[config.mk]
export PLATFORM = sky130hd
export DESIGN_NAME = arith_unit
export DESIGN_NICKNAME = d
export VERILOG_FILES = /design/src/exec_pkg.sv /design/src/arith_unit.sv
export VERILOG_INCLUDE_DIRS = /design/src /design/src/src
export SDC_FILE = /design/constraint.sdc
export NUM_CORES = 1
export LEC_CHECK = 0
export BUFFER_PORTS_ARGS = -buffer_cell sky130_fd_sc_hd__buf_4
export CAP_MARGIN = 10
export CORE_MARGIN = 8
export CORE_UTILIZATION = 55
export DETAILED_ROUTE_END_ITERATION = 10
export GPL_TIMING_DRIVEN = 0
export PLACE_DENSITY = 0.79
export RECOVER_POWER = 50
export SYNTH_ARGS = -nofsm -noshare
export SYNTH_HDL_FRONTEND = slang
export SYNTH_SLANG_ARGS = --single-unit
[constraint.sdc]
create_clock -name vclk -period 55.6
set_input_delay 2.78 -clock vclk [all_inputs]
set_output_delay 2.78 -clock vclk [all_outputs]
set_load 0.05 [all_outputs]
[src/exec_settings.svh]
`ifndef EXEC_SETTINGS_SVH
`define EXEC_SETTINGS_SVH

// operand and result width
`define EXEC_DATA_W 32

// general register file address width
`define EXEC_REG_ADDR_W 5

// shift amount taken from the low bits of operand a
`define EXEC_SHAMT_W 5

// opcode width
`define EXEC_OP_W 8

`endif

[src/exec_pkg.sv]
`include "exec_settings.svh"

package exec_pkg;

	typedef logic [`EXEC_DATA_W-1:0] data_t;
	// hi in the upper word, lo in the lower word
	typedef logic [2*`EXEC_DATA_W-1:0] hilo_t;
	typedef logic [`EXEC_REG_ADDR_W-1:0] reg_addr_t;

	typedef enum logic [`EXEC_OP_W-1:0] {
		ALU_NOP   = 8'b0000_0000,
		ALU_AND   = 8'b0010_0100,
		ALU_OR    = 8'b0010_0101,
		ALU_XOR   = 8'b0010_0110,
		ALU_NOR   = 8'b0010_0111,
		ALU_SLL   = 8'b0111_1100,
		ALU_SRL   = 8'b0000_0010,
		ALU_SRA   = 8'b0000_0011,
		ALU_MFHI  = 8'b0001_0000,
		ALU_MTHI  = 8'b0001_0001,
		ALU_MFLO  = 8'b0001_0010,
		ALU_MTLO  = 8'b0001_0011,
		ALU_SLT   = 8'b0010_1010,
		ALU_SLTU  = 8'b0010_1011,
		ALU_ADD   = 8'b0010_0000,
		ALU_ADDU  = 8'b0010_0001,
		ALU_SUB   = 8'b0010_0010,
		ALU_SUBU  = 8'b0010_0011,
		ALU_MULT  = 8'b0001_1000,
		ALU_MULTU = 8'b0001_1001,
		ALU_MUL   = 8'b1010_1001,
		ALU_CLZ   = 8'b1011_0000,
		ALU_CLO   = 8'b1011_0001,
		ALU_MADD  = 8'b1010_0110,
		ALU_MADDU = 8'b1010_1000,
		ALU_MSUB  = 8'b1010_1010,
		ALU_MSUBU = 8'b1010_1011
	} aluop_e;

	typedef enum logic [2:0] {
		RES_NONE  = 3'b000,
		RES_LOGIC = 3'b001,
		RES_SHIFT = 3'b010,
		RES_MOVE  = 3'b011,
		RES_ARITH = 3'b100
	} res_class_e;

	// class of the general register result, none when only hi/lo changes
	function automatic res_class_e op_class(input aluop_e op);
		case (op)
			ALU_AND, ALU_OR, ALU_XOR, ALU_NOR: return RES_LOGIC;
			ALU_SLL, ALU_SRL, ALU_SRA: return RES_SHIFT;
			ALU_MFHI, ALU_MFLO: return RES_MOVE;
			ALU_ADD, ALU_ADDU, ALU_SUB, ALU_SUBU, ALU_SLT, ALU_SLTU,
			ALU_CLZ, ALU_CLO, ALU_MUL: return RES_ARITH;
			default: return RES_NONE;
		endcase
	endfunction

endpackage

[src/arith_unit.sv]
`timescale 1ns/100ps
`include "exec_settings.svh"

module arith_unit
	import exec_pkg::*;
(
	input aluop_e op_i,
	input data_t a_i,
	input data_t b_i,
	output data_t arith_o,
	output logic overflow_o
);

	localparam int MSB = `EXEC_DATA_W - 1;

	data_t sum;
	data_t diff;
	data_t mul_lo;
	logic add_ovf;
	logic sub_ovf;
	logic [MSB+1:0] sum_x;
	logic [MSB+1:0] diff_x;

	// number of zero bits above the highest set bit
	function automatic data_t lead_zeros(input data_t v);
		data_t n;
		logic found;
		n = '0;
		found = 1'b0;
		for (int i = MSB; i >= 0; i--) begin
			if (v[i]) begin
				found = 1'b1;
			end else if (!found) begin
				n = n + 1'b1;
			end
		end
		return n;
	endfunction

	assign sum = a_i + b_i;
	assign diff = a_i - b_i;
	// only the low word survives
	assign mul_lo = a_i * b_i;

	// same-sign inputs giving a result of the other sign
	assign add_ovf = (a_i[MSB] == b_i[MSB]) && (sum[MSB] != a_i[MSB]);
	// for a - b the inputs must differ in sign
	assign sub_ovf = (a_i[MSB] != b_i[MSB]) && (diff[MSB] != a_i[MSB]);

	assign overflow_o = ((op_i == ALU_ADD) && add_ovf) || ((op_i == ALU_SUB) && sub_ovf);

	// one extra sign bit keeps the true signed result
	assign sum_x = {a_i[MSB], a_i} + {b_i[MSB], b_i};
	assign diff_x = {a_i[MSB], a_i} - {b_i[MSB], b_i};

	always_comb begin
		case (op_i)
			ALU_ADD, ALU_ADDU: arith_o = sum;
			ALU_SUB, ALU_SUBU: arith_o = diff;
			ALU_SLT: arith_o = data_t'($signed(a_i) < $signed(b_i));
			ALU_SLTU: arith_o = data_t'(a_i < b_i);
			ALU_CLZ: arith_o = lead_zeros(a_i);
			// leading ones are the leading zeros of the complement
			ALU_CLO: arith_o = lead_zeros(~a_i);
			ALU_MUL: arith_o = mul_lo;
			default: arith_o = '0;
		endcase
	end

	// overflow only for signed add and sub, when the top two bits disagree
	always_comb begin
		assert #0 (overflow_o == (((op_i == ALU_ADD) && (sum_x[MSB+1] != sum_x[MSB]))
			|| ((op_i == ALU_SUB) && (diff_x[MSB+1] != diff_x[MSB]))))
			else $error("overflow flag disagrees with the widened result");
	end

endmodule

* After elaboration in Yosys (flattened, before gate mapping)
Cells that the tools add are included.
** Word-level totals
- Output and inout bits :: 33
- Flip-flop bits (word level) :: 0
- Input bits :: 72
- Logic and storage cells :: 401
** Cells by class
- Bitwise operators :: 1
- Reductions and logical operators :: 7
- Equal/unequal tests :: 13
- Multipliers :: 1
- Magnitude comparators :: 2
- Multiplexer cells :: 313
- $add $sub $neg :: 64
** Operators by type and width (count)
- 2-to-1 mux 32 bit :: 186
- adder 32 x 1 -> 32 bit (second input constant) :: 62
- case mux 32 bit (7 select lines) :: 1
- 2-to-1 mux 1 bit :: 126
- less-than comparator 32 bit :: 2
- equality test 8 x 6 -> 1 bit (second input constant) :: 6
- adder 32 bit :: 1
- multiplier 32 x 32 -> 32 bit :: 1
- inverter 32 bit :: 1
- subtractor 32 bit :: 1
- equality test 8 bit (second input constant) :: 3
- logical AND 1 bit :: 4
- OR reduction 2 bit :: 2
- != test 1 bit :: 3
- equality test 1 bit :: 1
- logical OR 1 bit :: 1

* Logic depth before layout (Yosys ltp)
- Depth in word-level cells :: 127
- Mapped depth :: 107
- Depth with buffers taken out :: 103

* Worst setup path before layout
OpenSTA, ideal clock, no wires.
- Kind :: input to output
- Start :: input a_i[31]
- End :: output arith_o[9]
- Stages on the path :: 104
- Setup slack :: 30.949 ns
- Required time :: 52.820 ns
- Arrival :: 21.871 ns
- Path buffers :: 4
- Cells stage by stage :: buf_2 nor2_1 ha_1 nor2b_1 clkbuf_1 a21o_1 buf_2 nor2_1 a21oi_1 ha_1 nand2b_1 a21boi_0 ha_1 mux2_2 ha_1 nand2b_1 nand3_1 and2_1 (+68 left out) ha_1 nand2_1 o21ai_0 ha_1 nor2b_1 a211oi_1 a21oi_1 ha_1 inv_1 o21ai_0 ha_1 nor2b_1 nor4bb_1 and3_1 maj3_1 a21o_1 nand2_1 o41ai_1
** Between the ends
- Cells in the longest elaborated chain, start to end :: 127
- Elaborated cells between the ends (all ways) :: 376
- Classes of those cells :: add/sub (62); mux (313); bitwise (1)
** Ends and longest elaborated chain
- start, declared :: RTL line arith_unit.sv:8 : input data_t a_i,
- inverter 32 bit :: RTL line arith_unit.sv:64 : ALU_CLO: arith_o = lead_zeros(~a_i);
- 2-to-1 mux 1 bit :: RTL line arith_unit.sv:31 : if (v[i]) begin
- 2-to-1 mux 32 bit :: RTL line arith_unit.sv:57 : case (op_i)
- adder 32 x 1 -> 32 bit :: RTL line arith_unit.sv:34 : n = n + 1'b1;
- 2-to-1 mux 32 bit :: RTL line arith_unit.sv:33 : end else if (!found) begin
- 2-to-1 mux 32 bit :: RTL line arith_unit.sv:31
- 2-to-1 mux 32 bit :: RTL line arith_unit.sv:57
- adder 32 x 1 -> 32 bit :: RTL line arith_unit.sv:34
- (+111 left out)
- adder 32 x 1 -> 32 bit :: RTL line arith_unit.sv:34
- 2-to-1 mux 32 bit :: RTL line arith_unit.sv:33
- 2-to-1 mux 32 bit :: RTL line arith_unit.sv:31
- 2-to-1 mux 32 bit :: RTL line arith_unit.sv:57
- adder 32 x 1 -> 32 bit :: RTL line arith_unit.sv:34
- 2-to-1 mux 32 bit :: RTL line arith_unit.sv:33
- 2-to-1 mux 32 bit :: RTL line arith_unit.sv:31
- case mux 32 bit (7 select lines) (*) :: RTL line arith_unit.sv:57
- end, declared :: RTL line arith_unit.sv:10 : output data_t arith_o,
Mark *: on every way between the ends. The rest lies on a longest branch, timed or not. The select of a mux whose other input is x is not followed.

* Worst setup path after layout
- Start :: input a_i[31]
- End :: output arith_o[7]
Same word-level chain as after synthesis.

==> results.md <==
- WP data required: 52.82 ns
- Initial core utilization: 0.553
- DR vias: 27900
- Status: completed
- Total Wirelength: 102000 um
- Final period util: 0.486
- Most used cell, CP: ha_1
- Slew Limit Fails: 0
- WHS Path Cells: 3
- Largest net degree at the start of global routing: 11
- WL/cell: 22.0 um
- Chip height: 245 um
- Grt ovf: 0
- Post-route worst setup slack: 28.56 ns
- Gr usage total: 0.333
- Worst Hold Class: in -> out
- Slowest CP cell: nor4_1
- Worst slew pin tran: 1.27 ns
- First-pass GRT wire length: 157000 um
- Avg Cell Area, Syn: 7.57 um2
- Die W: 245 um
- Number of vias per cell: 6.02
- Gp weighted congestion: 1.05
- Most frequent cells in the layout: inv_1, nand2_1, fa_1
- Number of placement rows: 84
- Startpoint types: primary input
- Setup TNS: 0 ns
- Max-cap check violation count: 0
- Placed cell area: 30600 um2
- Cts repair resizes: 0
- Post-DP HPWL: 84200 um
- Critical path's largest stage delay: 0.64 ns
- CP endpoint kind: output port
- Fmax: 0.0370 GHz
- Core Region: 52300 um2
- Setup CP Type: in -> out
- Tmin final: 27.04 ns
- Final Hold Fails: 0
- Syn nets: 4554
- Fraction of layout instances using a drive strength above 1: 0.0493
- Seq cells: 0
- Seq/Total Area, Yosys: 0
- Worst Path Max Fanout: 10
- Nets@finish: 4662
- Post-route cell area: 30600 um2
- DRC errors left: 0
- Synth warn: 0
- Synth unique cells: 108
- Synth Cell Area: 29000 um2
- Place WS: 28.86 ns
- Final setup fails: 0
- Setup bufs post-CTS: 0
- CTS Hold Bufs: 0
- RSZ-0062 raised after global routing: no
- Area added between synthesis and finish: 5.62%
- Syn Inst Count: 3828
- Clock buffers: 0
- Reg area: 0 um2
- Worst EP arrival: 24.26 ns
- Commonest non-fill, non-tap cell in the layout: inv_1
- Die area: 60300 um2
- Vias in the first global route: 27700
- Boundary Pins: 105
- Drt pass-1 iters: 6
- Initial antenna violation count: 3
- Relative slew margins: 0.152
- Number of DRC markers in iteration 0: 2563
- Post-route ant nets: 0
- PortBufs: 104
==> worst max-delay path, delay by kind of cell <==
family | cells | cell delay (ns)
mux | 12 | 2.42
compound gates | 25 | 4.61
simple gates | 30 | 4.22
xor+xnor | 5 | 1.20
fa+ha+maj | 26 | 8.11
buf+inv | 6 | 0.89
==> through the flow <==
step	instances	hold WS, ns	utilization
2_1_floorplan	3828	5.74	-
5_1_grt	4622	6.00	0.584
6_report	4624	5.99	0.584
3_3_place_gp	4620	5.99	0.585
3_5_place_dp	4621	5.99	0.585
4_1_cts	4621	5.99	0.585
==> synth_stat cells (43+ instances only) <==
master    number  area share
fa_1         410        0.28
nand3_1       86       0.015
mux2i_1       43       0.015
nand4_1       43      0.0093
o21ai_0      129       0.022
a21oi_1      145       0.025
nand2_1      519       0.067
xor2_1        95       0.029
xnor2_1      246       0.074
nor2_1       291       0.038
and2_1       115       0.025
clkbuf_1     124       0.016
nor3_1        81       0.014
ha_1         244        0.11
inv_1        613       0.079
==> cell type report <==
class	instances	area (um2)
Tap cell	688	861
Antenna cell	2	5.00
Buffer	160	627
Multi-Input combinational cell	3046	26000
Timing Repair Buffer	106	757
Fill cell	4985	21800
Inverter	622	2330
==> kinds of logic (layout without fill, tap and decap cells) <==
kind of cell               Yosys count  count (layout)  synth area share
AOI/OAI and AO/OA                  569             569             0.129
xor gates and xnor gates           376             376             0.128
muxes                               63              63            0.0229
adders and majority gates          658             658             0.390
other                                0               2                 0
and+or+nand+nor                   1380            1380             0.228
buffers and inverters              782             888             0.102
==> layer usage <==
metal | up-vias | part of all wire | track usage
met3 | 382 | 0.10 | 0.0679
li1 | 12700 | - | -
met2 | 1398 | 0.45 | 0.533
met1 | 13400 | 0.37 | 0.409
met4 | 4 | 0.076 | 0.205
met5 | - | 0.00033 | 0
==> worst paths after layout <==
kind	start	endpoint	slack, ns
max	a_i[31]	arith_o[7]	28.56
min	op_i[0]	overflow_o	5.99
