`src/exec_settings.svh`:
```
`ifndef EXEC_SETTINGS_SVH
`define EXEC_SETTINGS_SVH

// operand and result width
`define EXEC_DATA_W 32

// general register file address width
`define EXEC_REG_ADDR_W 5

// shift amount taken from the low bits of operand a
`define EXEC_SHAMT_W 5

// opcode width
`define EXEC_OP_W 8

`endif

```
`src/exec_pkg.sv`:
```
`include "exec_settings.svh"

package exec_pkg;

	typedef logic [`EXEC_DATA_W-1:0] data_t;
	// hi in the upper word, lo in the lower word
	typedef logic [2*`EXEC_DATA_W-1:0] hilo_t;
	typedef logic [`EXEC_REG_ADDR_W-1:0] reg_addr_t;

	typedef enum logic [`EXEC_OP_W-1:0] {
		ALU_NOP   = 8'b0000_0000,
		ALU_AND   = 8'b0010_0100,
		ALU_OR    = 8'b0010_0101,
		ALU_XOR   = 8'b0010_0110,
		ALU_NOR   = 8'b0010_0111,
		ALU_SLL   = 8'b0111_1100,
		ALU_SRL   = 8'b0000_0010,
		ALU_SRA   = 8'b0000_0011,
		ALU_MFHI  = 8'b0001_0000,
		ALU_MTHI  = 8'b0001_0001,
		ALU_MFLO  = 8'b0001_0010,
		ALU_MTLO  = 8'b0001_0011,
		ALU_SLT   = 8'b0010_1010,
		ALU_SLTU  = 8'b0010_1011,
		ALU_ADD   = 8'b0010_0000,
		ALU_ADDU  = 8'b0010_0001,
		ALU_SUB   = 8'b0010_0010,
		ALU_SUBU  = 8'b0010_0011,
		ALU_MULT  = 8'b0001_1000,
		ALU_MULTU = 8'b0001_1001,
		ALU_MUL   = 8'b1010_1001,
		ALU_CLZ   = 8'b1011_0000,
		ALU_CLO   = 8'b1011_0001,
		ALU_MADD  = 8'b1010_0110,
		ALU_MADDU = 8'b1010_1000,
		ALU_MSUB  = 8'b1010_1010,
		ALU_MSUBU = 8'b1010_1011
	} aluop_e;

	typedef enum logic [2:0] {
		RES_NONE  = 3'b000,
		RES_LOGIC = 3'b001,
		RES_SHIFT = 3'b010,
		RES_MOVE  = 3'b011,
		RES_ARITH = 3'b100
	} res_class_e;

	// class of the general register result, none when only hi/lo changes
	function automatic res_class_e op_class(input aluop_e op);
		case (op)
			ALU_AND, ALU_OR, ALU_XOR, ALU_NOR: return RES_LOGIC;
			ALU_SLL, ALU_SRL, ALU_SRA: return RES_SHIFT;
			ALU_MFHI, ALU_MFLO: return RES_MOVE;
			ALU_ADD, ALU_ADDU, ALU_SUB, ALU_SUBU, ALU_SLT, ALU_SLTU,
			ALU_CLZ, ALU_CLO, ALU_MUL: return RES_ARITH;
			default: return RES_NONE;
		endcase
	endfunction

endpackage

```
`src/result_stage.sv`:
```
`timescale 1ns/100ps
`include "exec_settings.svh"

module result_stage
	import exec_pkg::*;
(
	input logic clk,
	input logic reset_i,
	input logic accept_i,
	input aluop_e op_i,
	input reg_addr_t wd_i,
	input logic wreg_i,
	input data_t logic_i,
	input data_t shift_i,
	input data_t arith_i,
	input logic overflow_i,
	input hilo_t hilo_i,
	output logic wb_valid_o,
	output logic wb_we_o,
	output reg_addr_t wb_addr_o,
	output data_t wb_data_o
);

	localparam int W = `EXEC_DATA_W;

	res_class_e cls;
	data_t move_res;
	data_t result;

	assign cls = op_class(op_i);

	always_comb begin
		case (op_i)
			ALU_MFHI: move_res = hilo_i[2*W-1:W];
			ALU_MFLO: move_res = hilo_i[W-1:0];
			default: move_res = '0;
		endcase
	end

	always_comb begin
		case (cls)
			RES_LOGIC: result = logic_i;
			RES_SHIFT: result = shift_i;
			RES_MOVE: result = move_res;
			RES_ARITH: result = arith_i;
			default: result = '0;
		endcase
	end

	always_ff @(posedge clk) begin
		if (reset_i) begin
			wb_valid_o <= 1'b0;
			wb_we_o <= 1'b0;
		end else begin
			wb_valid_o <= accept_i;
			// overflowing add/sub still completes, just without the write
			wb_we_o <= accept_i && wreg_i && !overflow_i && (cls != RES_NONE);
		end
	end

	always_ff @(posedge clk) begin
		if (accept_i) begin
			wb_addr_o <= wd_i;
			wb_data_o <= result;
		end
	end

endmodule

```
`config.mk`:
```
export PLATFORM = sky130hd
export DESIGN_NAME = result_stage
export DESIGN_NICKNAME = d
export VERILOG_FILES = /design/src/exec_pkg.sv /design/src/result_stage.sv
export VERILOG_INCLUDE_DIRS = /design/src /design/src/src
export SDC_FILE = /design/constraint.sdc
export NUM_CORES = 1
export LEC_CHECK = 0
export BUFFER_PORTS_ARGS = -buffer_cell sky130_fd_sc_hd__buf_2
export CORE_AREA = 2 2 101 103
export CTS_BUF_LIST = sky130_fd_sc_hd__clkbuf_16
export CTS_CLUSTER_DIAMETER = 40
export DETAILED_ROUTE_END_ITERATION = 8
export DIE_AREA = 0 0 103 105
export MAX_ROUTING_LAYER = met4
export PLACE_DENSITY = 0.71
export REMOVE_ABC_BUFFERS = 1
export SETUP_SLACK_MARGIN = 0.4
export SLEW_MARGIN = 20
export SYNTH_ARGS = -nofsm -noshare
export SYNTH_HDL_FRONTEND = slang
export SYNTH_SLANG_ARGS = --single-unit
```
`constraint.sdc`:
```
create_clock -name clk -period 1.4 [get_ports clk]
set_clock_uncertainty 0.15 [all_clocks]
set_input_delay 0 -clock clk [delete_from_list [all_inputs] [get_ports clk]]
set_output_delay 0 -clock clk [all_outputs]
set_load 0.02 [all_outputs]
```
; ---- After elaboration in Yosys (flattened, before gate mapping)
; Cells that the tools add are included.
; W data, S select, Z words.
[totals]
register_bits = 39
input_bits = 178
output_inout_bits = 39
word_cells = 38
[classes]
eq_ne = 22
n_mux = 3
reduce_logical = 9
[op_table]
columns = op, count
row1 = $pmux W32 S4, 1
row2 = $eq A8 B6 Y1 const B, 10
row3 = $pmux W32 S2, 1
row4 = $eq A8 B8 Y1 const B, 3
row5 = $eq A8 B2 Y1 const B, 2
row6 = $eq A8 B5 Y1 const B, 2
row7 = $pmux W3 S4, 1
row8 = $reduce_or A9 Y1, 1
row9 = $eq A8 B7 Y1 const B, 1
row10 = $eq A3 B2 Y1 const B, 2
row11 = $reduce_or A4 Y1, 1
row12 = $eq A3 B1 Y1 const B, 1
row13 = $eq A3 B3 Y1 const B, 1
row14 = $logic_and A1 B1 Y1, 3
row15 = $reduce_bool A3 Y1, 1
row16 = $reduce_or A3 Y1, 1
row17 = $reduce_or A2 Y1, 1
row18 = $logic_not A1 Y1, 1

; ---- Depth between registers and ports, before layout
[depth]
ltp_word = 5
depth_mapped = 6

; ---- Least setup slack after synthesis
; Ideal clock, no wire load.
[synth_timing]
path_type = input to register
start = input op_i[1]
end = register wb_data_o[10], data pin
setup_ns = 0.261
t_arrival_ns = 1.017
path_slack_ns = -0.028
stages = 6
path_cell_list = buf_4 > nor2b_4 > nor3_2 > o211a_4 > buf_6 > a221o_1
[synth_via]
elab_chain_len = 5
word_cells_on_any_way = 29
cone_classes = eq/ne (22) / mux (3) / reduce/logical (4)
[synth_lines]
columns = item, line_no
row1 = start: declaration, result_stage.sv:10  ; input aluop_e op_i,
row2 = $eq A8 B6 Y1 (tied with other cells), exec_pkg.sv:50  ; case (op)
row3 = $reduce_or A9 Y1 (tied with other cells), exec_pkg.sv:50
row4 = $pmux W3 S4, exec_pkg.sv:50
row5 = $eq A3 B3 Y1 (tied with other cells), result_stage.sv:41  ; case (cls)
row6 = $pmux W32 S4 *, result_stage.sv:41
row7 = net result[10], result_stage.sv:28  ; data_t result;
row8 = end signal: assignment, result_stage.sv:64  ; wb_data_o <= result;
row9 = end: declaration, result_stage.sv:21  ; output data_t wb_data_o
; The timed path passes the listed nets; every way through them passes the cells marked *.
; A chain may end at the register's enable or synchronous reset.

; ---- Worst setup path after layout
[layout_timing]
start = input op_i[4]
end = register wb_data_o[17], data pin
; Same word-level chain as after synthesis.

==> qor.txt <==
status - finished with violations
failing checks - hold timing
Util after Layout - 43.4%
period utilization - 84.7%
Post-synth top cells - edfxtp_1 (37), a221o_1 (32), mux2i_1 (32), o2bb2ai_1 (32), buf_2 (7)
VDD IR-drop max - 726 µV
GRT met1 Usage - 18.5%
Critical Path RT - 1.27 ns
share of flip-flops with an asynchronous set or reset - 0%
CP Max Fanout - 8
CP peak stage delay - 0.34 ns
cell area after placement - 3690 µm²
WHS - -0.134 ns
internal power - 2.58 mW
cell taking the most area after synthesis - edfxtp_1
fin cells - 544
Critical Path End - wb_data_o[17]$_DFFE_PP_
Slew @ Worst Pin - 0.438 ns
via-per-instance ratio - 4.80
IO Count - 217
CTS Hold Bufs - 8
initial antenna violation count - 0
clock network fraction of design power - 38.0%
Lkg Pwr - 1.95 nW
H-tree depth - 2
Final Hold Vio Count - 32
Yosys reg bits - 39
Core ar. - 9640 µm²
distinct cell type count after synthesis - 25
final WL - 9680 µm
Die Y-Extent - 105 µm
first-pass GRT wire length - 13,900 µm
Net Sw Frac - 24.5%
hold crit path type - in -> reg
final setup fails - 0
crit path kind - in -> reg
top_reg_cell synth - edfxtp_1
maximum clock insertion buffer count - 2
worst rel slew slack - 70.7%
DRC viols - 0
Setup crit start - op_i[4]
fin crit period - 1.19 ns
met2 Usage GRT - 32.2%
Port Buffers - 216
DR vias - 2,611
Worst Setup End Kind - flop
Max-Cap Viols - 0
peak-usage layer in the global routing report - met2
synth warn - 0
share of cells above drive strength 1 - 62.5%
Post-synth EDFFs - 37
post-synthesis sequential area ratio - 48.7%
root buf cell - clkbuf_16
Sink Count - 39
top cell type's share of synthesized area - 47.0%
GRT Total Usage - 17.5%
die width - 103 µm
DRT Pass-1 Iters - 4
combinational power share - 21.7%
crit start category - input pin
vias in the first global route - 2,768
GPL Wtd Cong - 0.863
RSZ-0062 raised after global routing - true
pwr/cell area - 816 nW/µm²
largest net degree at the start of global routing - 39
GR Util met3 - 4.01%
Slew Limit Fails - 0
top-count cell post-synth - edfxtp_1
starting density of the core - 24.5%
Mapped Area - 2370 µm²
synth top area cells - edfxtp_1 (47%), a221o_1 (14%), mux2i_1 (14%), o2bb2ai_1 (12%), buf_6 (2.9%)
Die Area - 10,800 µm²
Mapped Cells - 175
nets@finish - 588
post-route cell area - 4180 µm²
DRT iter0 DRCs - 85
CP arrival - 1.06 ns
critical path, cell by cell - buf_8, nand3b_1, a21oi_4, o211a_4, a221o_1
switching power - 0.835 mW
ANT nets after route - 0
Fmax - 0.844 GHz
Avg Cell Area, Syn - 13.5 µm²
total CTS buffers - 5
Sequential Power Share - 40.3%
total gr overflow - 0
wire length per cell - 17.8 µm
n_diodes - 0
DP Wirelength - 6760 µm
floorplan row count - 36
critical path's slowest cell - o211a_4
CTS tree - yes
Reg clk slew, reported paths - 0.06 ns
Area growth, synth to finish - 76.7%
placed insts - 523
placed cells by master (no fill, tap or decap), types with 4 or more instances in the layout:
cell	netlist	final
o211a_4	1	5
buf_6	6	13
mux2i_1	32	32
buf_2	7	203
buf_4	1	9
o2bb2ai_1	32	30
nor2b_1	4	4
edfxtp_1	37	37
a221o_1	32	32
dlygate4sd3_1	0	8
buf_12	0	6
clkbuf_16	0	5
sequential cells by signal (all words and copies together), names as in the netlist:
name / cells
wb_addr_o: 5
wb_data_o: 32
wb_valid_o: 1
wb_we_o: 1
power groups by stage:
stage          clock network, mW  logic (mW)  registers, mW
3_3_place_gp                   0       0.636           1.40
5_1_grt                     1.41       0.798           1.38
4_1_cts                     1.35       0.718           1.37
6_report                    1.30       0.742           1.37
3_5_place_dp                   0       0.654           1.40
2_1_floorplan                  0       0.116           1.50
logic make-up (layout without fill, tap and decap cells):
kind of cell | Yosys count | in the layout | share of synthesized area (%)
AOI/OAI and AO/OA | 70 | 74 | 27.6
buffers and inverters | 17 | 249 | 5.13
DFF | 39 | 39 | 48.7
muxes | 32 | 32 | 13.5
and+or+nand+nor | 17 | 17 | 5.13
worst min-delay path by stage:
stage | from | slack [ns] | cells after the start | to
after global placement | reset_i | 0.03 | 2 | wb_valid_o$_SDFF_PP0_
after floorplan | reset_i | -0.07 | 1 | wb_valid_o$_SDFF_PP0_
after global routing | shift_i[30] | -0.14 | 2 | wb_data_o[30]$_DFFE_PP_
after detailed placement | reset_i | 0.03 | 2 | wb_valid_o$_SDFF_PP0_
after CTS | shift_i[23] | -0.14 | 2 | wb_data_o[23]$_DFFE_PP_
final | shift_i[10] | -0.13 | 2 | wb_data_o[10]$_DFFE_PP_
layout make-up:
type                    count  area [µm²]
well taps                 133         166
multi-input cells         123        1230
fillers                   932        5460
clock buffers               5         125
flip-flops and latches     39        1150
repair buffers            241        1460
clock inverters             3        43.8
critical path, delay by kind of cell:
kind | cells | cell delay (ns)
AO/OA/AOI/OAI | 3 | 0.80
AND/OR/NAND/NOR | 1 | 0.16
buffers and inverters | 1 | 0.09
metrics by stage:
| step | setup TNS (ns) | setup WS, ns | power [mW] | hold slack [ns] |
|---|---|---|---|---|
| 6_report | 0 | 0.215 | 3.41 | -0.134 |
| 5_1_grt | 0 | 0.178 | 3.59 | -0.139 |
| 4_1_cts | 0 | 0.211 | 3.44 | -0.145 |
| 3_5_place_dp | -4.73 | -0.163 | 2.05 | 0.0314 |
| 3_3_place_gp | -4.11 | -0.131 | 2.03 | 0.0258 |
| 2_1_floorplan | -8.58 | -0.268 | 1.62 | -0.0665 |
metal layers:
| metal | vias to the layer above | part of all wire, % |
|---|---|---|
| met5 | - | 0 |
| met4 | 0 | 1.0 |
| met3 | 6 | 8.2 |
| met2 | 144 | 54 |
| met1 | 1215 | 36 |
| li1 | 1246 | - |
timing repair:
action                                  4_1_cts  5_1_grt
resized for setup                            21       27
setup buffers                                 1        0
endpoints found under the hold margin        39       32
pin swaps                                    39        4
endpoints found under the setup margin       33       43
gates cloned                                  4        0
(Power assumes the default switching activity.)
