==> config.mk <==
export PLATFORM = sky130hd
export DESIGN_NAME = hilo_regfile
export DESIGN_NICKNAME = d
export VERILOG_FILES = /design/src/exec_pkg.sv /design/src/hilo_regfile.sv
export VERILOG_INCLUDE_DIRS = /design/src /design/src/src
export SDC_FILE = /design/constraint.sdc
export NUM_CORES = 1
export LEC_CHECK = 0
export BUFFER_PORTS_ARGS = -buffer_cell sky130_fd_sc_hd__buf_4
export CAP_MARGIN = 20
export CORE_UTILIZATION = 47
export CTS_CLUSTER_DIAMETER = 30
export DETAILED_ROUTE_END_ITERATION = 10
export MAX_ROUTING_LAYER = met4
export PLACE_DENSITY = 0.78
export SYNTH_ARGS = -nofsm -noshare
export SYNTH_HDL_FRONTEND = slang
export SYNTH_SLANG_ARGS = --single-unit
==> constraint.sdc <==
create_clock -name clk -period 2.8 [get_ports clk]
set_clock_uncertainty 0.05 [all_clocks]
set_input_delay 0.56 -clock clk [delete_from_list [all_inputs] [get_ports clk]]
set_output_delay 0.56 -clock clk [all_outputs]
set_load 0.005 [all_outputs]
==> src/exec_settings.svh <==
`ifndef EXEC_SETTINGS_SVH
`define EXEC_SETTINGS_SVH

// operand and result width
`define EXEC_DATA_W 32

// general register file address width
`define EXEC_REG_ADDR_W 5

// shift amount taken from the low bits of operand a
`define EXEC_SHAMT_W 5

// opcode width
`define EXEC_OP_W 8

`endif

==> src/exec_pkg.sv <==
`include "exec_settings.svh"

package exec_pkg;

	typedef logic [`EXEC_DATA_W-1:0] data_t;
	// hi in the upper word, lo in the lower word
	typedef logic [2*`EXEC_DATA_W-1:0] hilo_t;
	typedef logic [`EXEC_REG_ADDR_W-1:0] reg_addr_t;

	typedef enum logic [`EXEC_OP_W-1:0] {
		ALU_NOP   = 8'b0000_0000,
		ALU_AND   = 8'b0010_0100,
		ALU_OR    = 8'b0010_0101,
		ALU_XOR   = 8'b0010_0110,
		ALU_NOR   = 8'b0010_0111,
		ALU_SLL   = 8'b0111_1100,
		ALU_SRL   = 8'b0000_0010,
		ALU_SRA   = 8'b0000_0011,
		ALU_MFHI  = 8'b0001_0000,
		ALU_MTHI  = 8'b0001_0001,
		ALU_MFLO  = 8'b0001_0010,
		ALU_MTLO  = 8'b0001_0011,
		ALU_SLT   = 8'b0010_1010,
		ALU_SLTU  = 8'b0010_1011,
		ALU_ADD   = 8'b0010_0000,
		ALU_ADDU  = 8'b0010_0001,
		ALU_SUB   = 8'b0010_0010,
		ALU_SUBU  = 8'b0010_0011,
		ALU_MULT  = 8'b0001_1000,
		ALU_MULTU = 8'b0001_1001,
		ALU_MUL   = 8'b1010_1001,
		ALU_CLZ   = 8'b1011_0000,
		ALU_CLO   = 8'b1011_0001,
		ALU_MADD  = 8'b1010_0110,
		ALU_MADDU = 8'b1010_1000,
		ALU_MSUB  = 8'b1010_1010,
		ALU_MSUBU = 8'b1010_1011
	} aluop_e;

	typedef enum logic [2:0] {
		RES_NONE  = 3'b000,
		RES_LOGIC = 3'b001,
		RES_SHIFT = 3'b010,
		RES_MOVE  = 3'b011,
		RES_ARITH = 3'b100
	} res_class_e;

	// class of the general register result, none when only hi/lo changes
	function automatic res_class_e op_class(input aluop_e op);
		case (op)
			ALU_AND, ALU_OR, ALU_XOR, ALU_NOR: return RES_LOGIC;
			ALU_SLL, ALU_SRL, ALU_SRA: return RES_SHIFT;
			ALU_MFHI, ALU_MFLO: return RES_MOVE;
			ALU_ADD, ALU_ADDU, ALU_SUB, ALU_SUBU, ALU_SLT, ALU_SLTU,
			ALU_CLZ, ALU_CLO, ALU_MUL: return RES_ARITH;
			default: return RES_NONE;
		endcase
	endfunction

endpackage

==> src/hilo_regfile.sv <==
`timescale 1ns/100ps
`include "exec_settings.svh"

module hilo_regfile
	import exec_pkg::*;
(
	input logic clk,
	input logic reset_i,
	input logic accept_i,
	input aluop_e op_i,
	input data_t a_i,
	input logic mul_we_i,
	input hilo_t mul_hilo_i,
	output hilo_t hilo_o
);

	localparam int W = `EXEC_DATA_W;

	data_t hi_q;
	data_t lo_q;
	logic mthi;
	logic mtlo;

	assign mthi = accept_i && (op_i == ALU_MTHI);
	assign mtlo = accept_i && (op_i == ALU_MTLO);

	always_ff @(posedge clk) begin
		if (reset_i) begin
			hi_q <= '0;
			lo_q <= '0;
		end else if (mul_we_i) begin
			hi_q <= mul_hilo_i[2*W-1:W];
			lo_q <= mul_hilo_i[W-1:0];
		end else if (mthi) begin
			hi_q <= a_i;
		end else if (mtlo) begin
			lo_q <= a_i;
		end
	end

	assign hilo_o = {hi_q, lo_q};

	// multiplier writes and moves are never issued together
	assert property (@(posedge clk) disable iff (reset_i)
		!(mul_we_i && (mthi || mtlo)))
		else $error("multiplier and move write hi/lo in one cycle");

endmodule

* Word level (Yosys, flattened, before mapping)
Index checks and enable logic that the tools add are counted.
** Operators by class
- Muxes and demuxes :: 5
- Order comparisons :: 0
- Equal/unequal tests :: 3
- Reductions and logical operators :: 5
- Div/mod/pow operators :: 0
- Shifts and indexed selects :: 0
- Multipliers :: 0
- Bitwise gates (word level) :: 0
- Add/subtract/negate cells :: 0
** Operators by type and width (count)
- 32-bit 2-to-1 mux :: 5
- 8-bit by 5-bit equality test with 1-bit output (second input constant) :: 2
- 2-bit nonzero test :: 2
- 1-bit logical AND :: 2
- 2-bit != test (second input constant) :: 1
- 2-bit AND reduction :: 1
** Word-level totals
- Memories kept :: 0
- Input port bits :: 108
- Memory bits (writable) :: 0
- Register bits after elaboration :: 64
- Bits in read-only memories :: 0
- Output and inout bits :: 64
- Latch bits :: 0
- Word-level logic and storage cells :: 15

* Depth between registers and ports, before layout
Gate-level depths: netlist of the first run.
- Depth after elaboration :: 5
- Gate-level depth with buffers :: 6
- Mapped depth without buffers :: 3

* Worst setup path after synthesis of the first run
No wires, ideal clock.
- Kind :: input to register
- From :: in op_i[3]
- To :: reg hi_q[0]
- Stages :: 6
- Data required time :: 2.628 ns
- Data arrival time :: 2.050 ns
- Setup slack :: 0.578 ns
- Buffers on the path :: 3
- Setup time :: 0.122 ns
- Cells stage by stage :: or4b_1 > clkbuf_1 > or3_1 > buf_2 > buf_6 > o311a_1
** On the way
- Cells in the longest elaborated chain, start to end :: 3
** RTL lines
- start, declared :: RTL line hilo_regfile.sv:10 : input aluop_e op_i,
- 8-bit by 5-bit equality test with 1-bit output :: RTL line hilo_regfile.sv:24 : assign mthi = accept_i && (op_i == ALU_MTHI);
- 1-bit logical AND :: RTL line hilo_regfile.sv:24
- 2-bit nonzero test (no source line)
- end signal, assigned :: RTL line hilo_regfile.sv:32 : hi_q <= mul_hilo_i[2*W-1:W];
- end signal, assigned :: RTL line hilo_regfile.sv:35 : hi_q <= a_i;
- end, declared :: RTL line hilo_regfile.sv:19 : data_t hi_q;
No other way between the ends.
A chain may end at the register's enable or synchronous reset.

* Worst setup path after layout of the first run
- From :: in op_i[3]
- To :: reg hi_q[26]
Same word-level chain as after synthesis.

==> results.ini, run 1 <==
[timing]
fin_setup_tns_ns = 0
rsz0062_at_grt = false
worst_pin_slew_ns = 0.7388
relSlewSlack_pct = 50.74
fmaxAchievable_ghz = 0.4730
fin_crit_sh_pct = 75.51
drv_slew = 0
setup_violations = 0
whs_ns = 0.4409
fin_ws_ns = 0.6856
finalHoldViolCount = 0
finalCriticalPeriod_ns = 2.114

[worst_setup_path]
crit_path_max_fanout = 15
cp-start-kind = primary input
arrival_ns = 2.28
rr_startpoint = hi_q[1]
r2r_slack_ns = 1.96
reg2reg_depth = 3
path_class = primary input to flip-flop
cp_data_required_time_ns = 2.97
critical_path.endpoint_type = flip-flop
reg2reg_to = hi_q[1]

[floorplan]
fp.dieW_um = 88.80
die_height_um = 88.80
initial_utilization_pct = 48.82
core-area_um2 = 7253
dieArea_um2 = 7885
io_pins = 172
rows = 31

[power_and_ir_drop]
leakagePower_nw = 2.484
vdd_drop_max_v = 0.0002843
powerDensity_nw_per_um2 = 453.9

[clock_tree]
root_buffer = clkbuf_8
cts.sinks = 64
clock_latency_ns = 0.33
cts_setup_buffers = 0
cts.reportedPaths.clkPinSlew_ns = 0.07
cts_tree = done
htreeDepth = 3
cts_resized = 0
cts_buffer_depth = 2
cts_buffers = 9
hold_buffers = 0

[routing]
vias = 3950
avgViaCountPerCell = 5.716
final_antenna_net_count = 0
wl_um = 11320
route.detailed.drc = 0
wl_per_cell_um = 16.38
drt_iter0_markers = 252
first_pass_iters = 4

[logic_synthesis]
syn_area_um2 = 3541
synth_fp_nets = 556
yosysSeqAreaShare_pct = 36.18
synth-seq-cells = 64
syn_inst = 448
synthDistinctLibCells = 18
avgSynthCellArea_um2 = 7.904
ys_warn_count = 0

[min_path]
holdPathEnd = hi_q[5]
whs_path_depth = 2
hp-class = primary input to flip-flop
hold_start = a_i[5]

[finish]
drive_above_1_share_pct = 34.12
layout_commonest_cell = buf_4
layout_common_cells = buf_4, nor2_1, inv_1, dfxtp_1
synthToLayoutAreaGrowth_pct = 43.18
stdcell_area_um2 = 5070
nNetsFinal = 696
diodes = 0

[status]
outcome = complete, no violations

[grt]
antenna_found_initial = 0
grt_first_pass_wirelength_um = 17170
grt_max_degree = 74
grt_pass1_vias = 3593
overflow = 0
grt_usage_pct = 29.29

[place]
place_ws_ns = 0.3645
io_buffers = 171
hpwlAfterDp_um = 7874
place.gp.congestion = 0.9014
place_area_um2 = 4882

[run]
cap_viol_max_count = 0

==> per-layer routing <==
metal	GRT usage, %	vias to the layer above	share of wire (%)
li1	-	1912	-
met1	37.36	1831	43
met2	45.87	184	48
met3	5.131	23	7.0
met4	11.88	0	2.1
met5	-	-	0
==> area by class of cell <==
| cell class | instances | area, um^2 |
|---|---|---|
| fillers | 631 | 2183 |
| multi-input cells | 262 | 1795 |
| repair buffers | 187 | 1441 |
| flip-flops and latches | 64 | 1281 |
| inverters | 64 | 240.2 |
| clock buffers | 12 | 145.1 |
| well taps | 99 | 123.9 |
| clock inverters | 3 | 42.54 |
==> critical path, stage by stage <==
cell	delay, ns
buf_4	0.11
or4b_1	0.54
or3_1	0.49
buf_4	0.27
o311a_1	0.31
==> power by group <==
group	leakage, nW	internal (W)	switching (W)
combinational	1.86	0.000287	0.000232
sequential	0.532	0.000975	0.0000374
clock	0.0925	0.000430	0.000341
==> worst max-delay path by stage <==
stage,startpoint,to
2_1_floorplan,op_i[3],hi_q[0]
3_3_place_gp,op_i[3],hi_q[21]
3_5_place_dp,op_i[3],hi_q[26]
4_1_cts,op_i[3],hi_q[19]
5_1_grt,op_i[3],hi_q[21]
6_report,op_i[3],hi_q[26]
==> synth_stat cells <==
cell type | number | area, um^2
dfxtp_1 | 64 | 1281
inv_1 | 64 | 240.2
nor2_1 | 64 | 240.2
clkbuf_1 | 51 | 191.4
a211oi_1 | 32 | 240.2
a21o_1 | 32 | 240.2
a21oi_1 | 32 | 160.2
a311oi_1 | 32 | 280.3
o311a_1 | 32 | 320.3
o31ai_1 | 32 | 240.2
buf_2 | 4 | 20.02
buf_6 | 3 | 33.78
and3_1 | 1 | 6.260
nand4bb_1 | 1 | 11.26
nor4b_1 | 1 | 8.760
nor4bb_1 | 1 | 10.01
or3_1 | 1 | 6.260
or4b_1 | 1 | 10.01
==> cell families (layout without fill, tap and decap cells) <==
logic type | Yosys count | after routing | share of synthesized area (%)
AOI/OAI and AO/OA | 192 | 192 | 41.84
DFF | 64 | 64 | 36.18
and+or+nand+nor | 70 | 70 | 8.269
buffers and inverters | 122 | 266 | 13.71
==> registers in the layout, indices dropped and copies added, names as in the netlist <==
signal,count
lo_q,32
hi_q,32
==> stage by stage <==
| step | power, W | cells | utilization (%) |
|---|---|---|---|
| 3_3_place_gp | 0.001538 | 676 | 67.31 |
| 6_report | 0.002301 | 691 | 69.90 |
| 5_1_grt | 0.002412 | 691 | 69.90 |
| 3_5_place_dp | 0.001548 | 676 | 67.31 |
| 2_1_floorplan | 0.001263 | 448 | - |
| 4_1_cts | 0.002313 | 691 | 69.90 |
Note: power is estimated with default switching activity, not from simulation.
==> inputs of run 2 (changes only) <==
--- a/config.mk
+++ b/config.mk
@@ -8,11 +8,11 @@
 export LEC_CHECK = 0
 export BUFFER_PORTS_ARGS = -buffer_cell sky130_fd_sc_hd__buf_4
 export CAP_MARGIN = 20
-export CORE_UTILIZATION = 47
+export CORE_UTILIZATION = 42
 export CTS_CLUSTER_DIAMETER = 30
 export DETAILED_ROUTE_END_ITERATION = 10
 export MAX_ROUTING_LAYER = met4
-export PLACE_DENSITY = 0.78
+export PLACE_DENSITY = 0.74
 export SYNTH_ARGS = -nofsm -noshare
 export SYNTH_HDL_FRONTEND = slang
 export SYNTH_SLANG_ARGS = --single-unit
==> constraint.sdc (replaced) <==
create_clock -name clk -period 1.8 [get_ports clk]
set_clock_uncertainty 0.05 [all_clocks]
set_input_delay 0.36 -clock clk [delete_from_list [all_inputs] [get_ports clk]]
set_output_delay 0.36 -clock clk [all_outputs]
set_load 0.005 [all_outputs]
==> run 2 against run 1 <==
  * Via count up 0.23%
  * Clock power rose by 48%
  * Register-to-register slack lost 0.98 ns
  * Sequential share of layout area shrank 0.50 points
  * Sequential cell count unchanged
  * Largest cell class unchanged
  * Largest power group unchanged
==> results.ini, run 2 (same netlist as run 1, synthesis figures left out) <==
[finish]
diodes = 0
instances_no_fill = 702
layout_commonest_cell = buf_4
synthToLayoutAreaGrowth_pct = 46.04
reg_top3 = hi_q x32, lo_q x32
stdcell_area_um2 = 5171
nNetsFinal = 703
drive_above_1_share_pct = 35.01
fin_util_pct = 63.25
layout_common_cells = buf_4, nor2_1, inv_1, dfxtp_1

[grt]
grt_pass1_vias = 3771
grt_usage_pct = 27.46
overflow = 0
grt_first_pass_wirelength_um = 18330
antenna_found_initial = 0
grt_max_degree = 65

[timing]
finalCriticalPeriod_ns = 1.723
fin_crit_sh_pct = 95.74
rsz0062_at_grt = false
setup_violations = 0
fin_ws_ns = 0.07672
drv_slew = 0
fmaxAchievable_ghz = 0.5803
finalHoldViolCount = 0
worst_pin_slew_ns = 0.4085
relSlewSlack_pct = 72.77
fin_setup_tns_ns = 0

[clock_tree]
cts.reportedPaths.clkPinSlew_ns = 0.07
cts_setup_buffers = 0
hold_buffers = 0
cts_resized = 0
htreeDepth = 3
clock_latency_ns = 0.33
cts_tree = done
cts_buffer_depth = 2
cts_buffers = 9
cts.sinks = 64
root_buffer = clkbuf_8

[routing]
drt_iter0_markers = 168
first_pass_iters = 4
wl_um = 11790
wl_per_cell_um = 16.79
route.detailed.drc = 0
avgViaCountPerCell = 5.640
final_antenna_net_count = 0
vias = 3959

[worst_setup_path]
cp-start-kind = primary input
reg2reg_to = hi_q[13]
path_class = primary input to flip-flop
arrival_ns = 1.89
crit_start = op_i[3]
endpoint = hi_q[9]
crit_path_max_fanout = 16
r2r_slack_ns = 0.98
critical_path.endpoint_type = flip-flop
rr_startpoint = hi_q[13]
reg2reg_depth = 3
cp_data_required_time_ns = 1.97

[power_and_ir_drop]
vdd_drop_max_v = 0.0003347
internal_power_w = 0.002607
p_clk_share_pct = 32.2
p_comb_share_pct = 23.4
p_seq_share_pct = 44.4
leakagePower_nw = 2.532
powerDensity_nw_per_um2 = 686.1
switching_share_pct = 26.53
power.switching_w = 0.0009411

[place]
place.gp.congestion = 0.8618
io_buffers = 171
place_ws_ns = -0.2536
hpwlAfterDp_um = 8222
dp.cells = 689
place_area_um2 = 4992

[floorplan]
initial_utilization_pct = 43.31
rows = 33
die_height_um = 93.82
io_pins = 172
core-area_um2 = 8175
fp.dieW_um = 93.82
dieArea_um2 = 8802

[run]
cap_viol_max_count = 0

[min_path]
hp-class = primary input to flip-flop

[status]
outcome = complete, no violations

## run 2: per-layer routing
layer | share of wire [%] | GRT usage, % | vias to the layer above
met5 | 0 | - | -
met4 | 3.0 | 12.44 | 0
met3 | 6.4 | 3.722 | 27
met2 | 49 | 45.26 | 169
met1 | 42 | 33.33 | 1839
li1 | - | - | 1924
## run 2: power groups by stage
stage                     Sequential, W  Combinational [W]  Clock, W
after detailed placement        0.00161           0.000827         0
after floorplan                 0.00161           0.000360         0
after global routing            0.00159           0.000904   0.00122
after CTS                       0.00157           0.000830   0.00117
final                           0.00158           0.000830   0.00114
after global placement          0.00160           0.000807         0
## run 2: worst min-delay path by stage
stage	cells after the start	start	endpoint	slack, ns
3_5_place_dp	2	lo_q[21]	lo_q[21]	0.51
6_report	2	a_i[27]	hi_q[27]	0.23
2_1_floorplan	1	a_i[19]	hi_q[19]	0.47
3_3_place_gp	2	lo_q[23]	lo_q[23]	0.50
4_1_cts	2	a_i[27]	hi_q[27]	0.22
5_1_grt	2	a_i[8]	hi_q[8]	0.23
## run 2: cell type report
| class | instances | area, um^2 |
|---|---|---|
| Clock buffer | 13 | 178.9 |
| Fill cell | 750 | 3004 |
| Inverter | 64 | 240.2 |
| Multi-Input combinational cell | 262 | 1795 |
| Sequential cell | 64 | 1281 |
| Tap cell | 105 | 131.4 |
| Timing Repair Buffer | 194 | 1544 |
## run 2: critical path, stage by stage
cell and delay, ns:
buf_4 0.11, or4b_1 0.55, or3_1 0.35, buf_4 0.21, o311a_1 0.30
## run 2: per-stage QoR
step | total power (W) | hold slack [ns]
global placement | 0.002411 | 0.4961
floorplan | 0.001965 | 0.4736
finish | 0.003548 | 0.2272
detailed placement | 0.002432 | 0.5070
global route | 0.003711 | 0.2337
CTS | 0.003575 | 0.2194
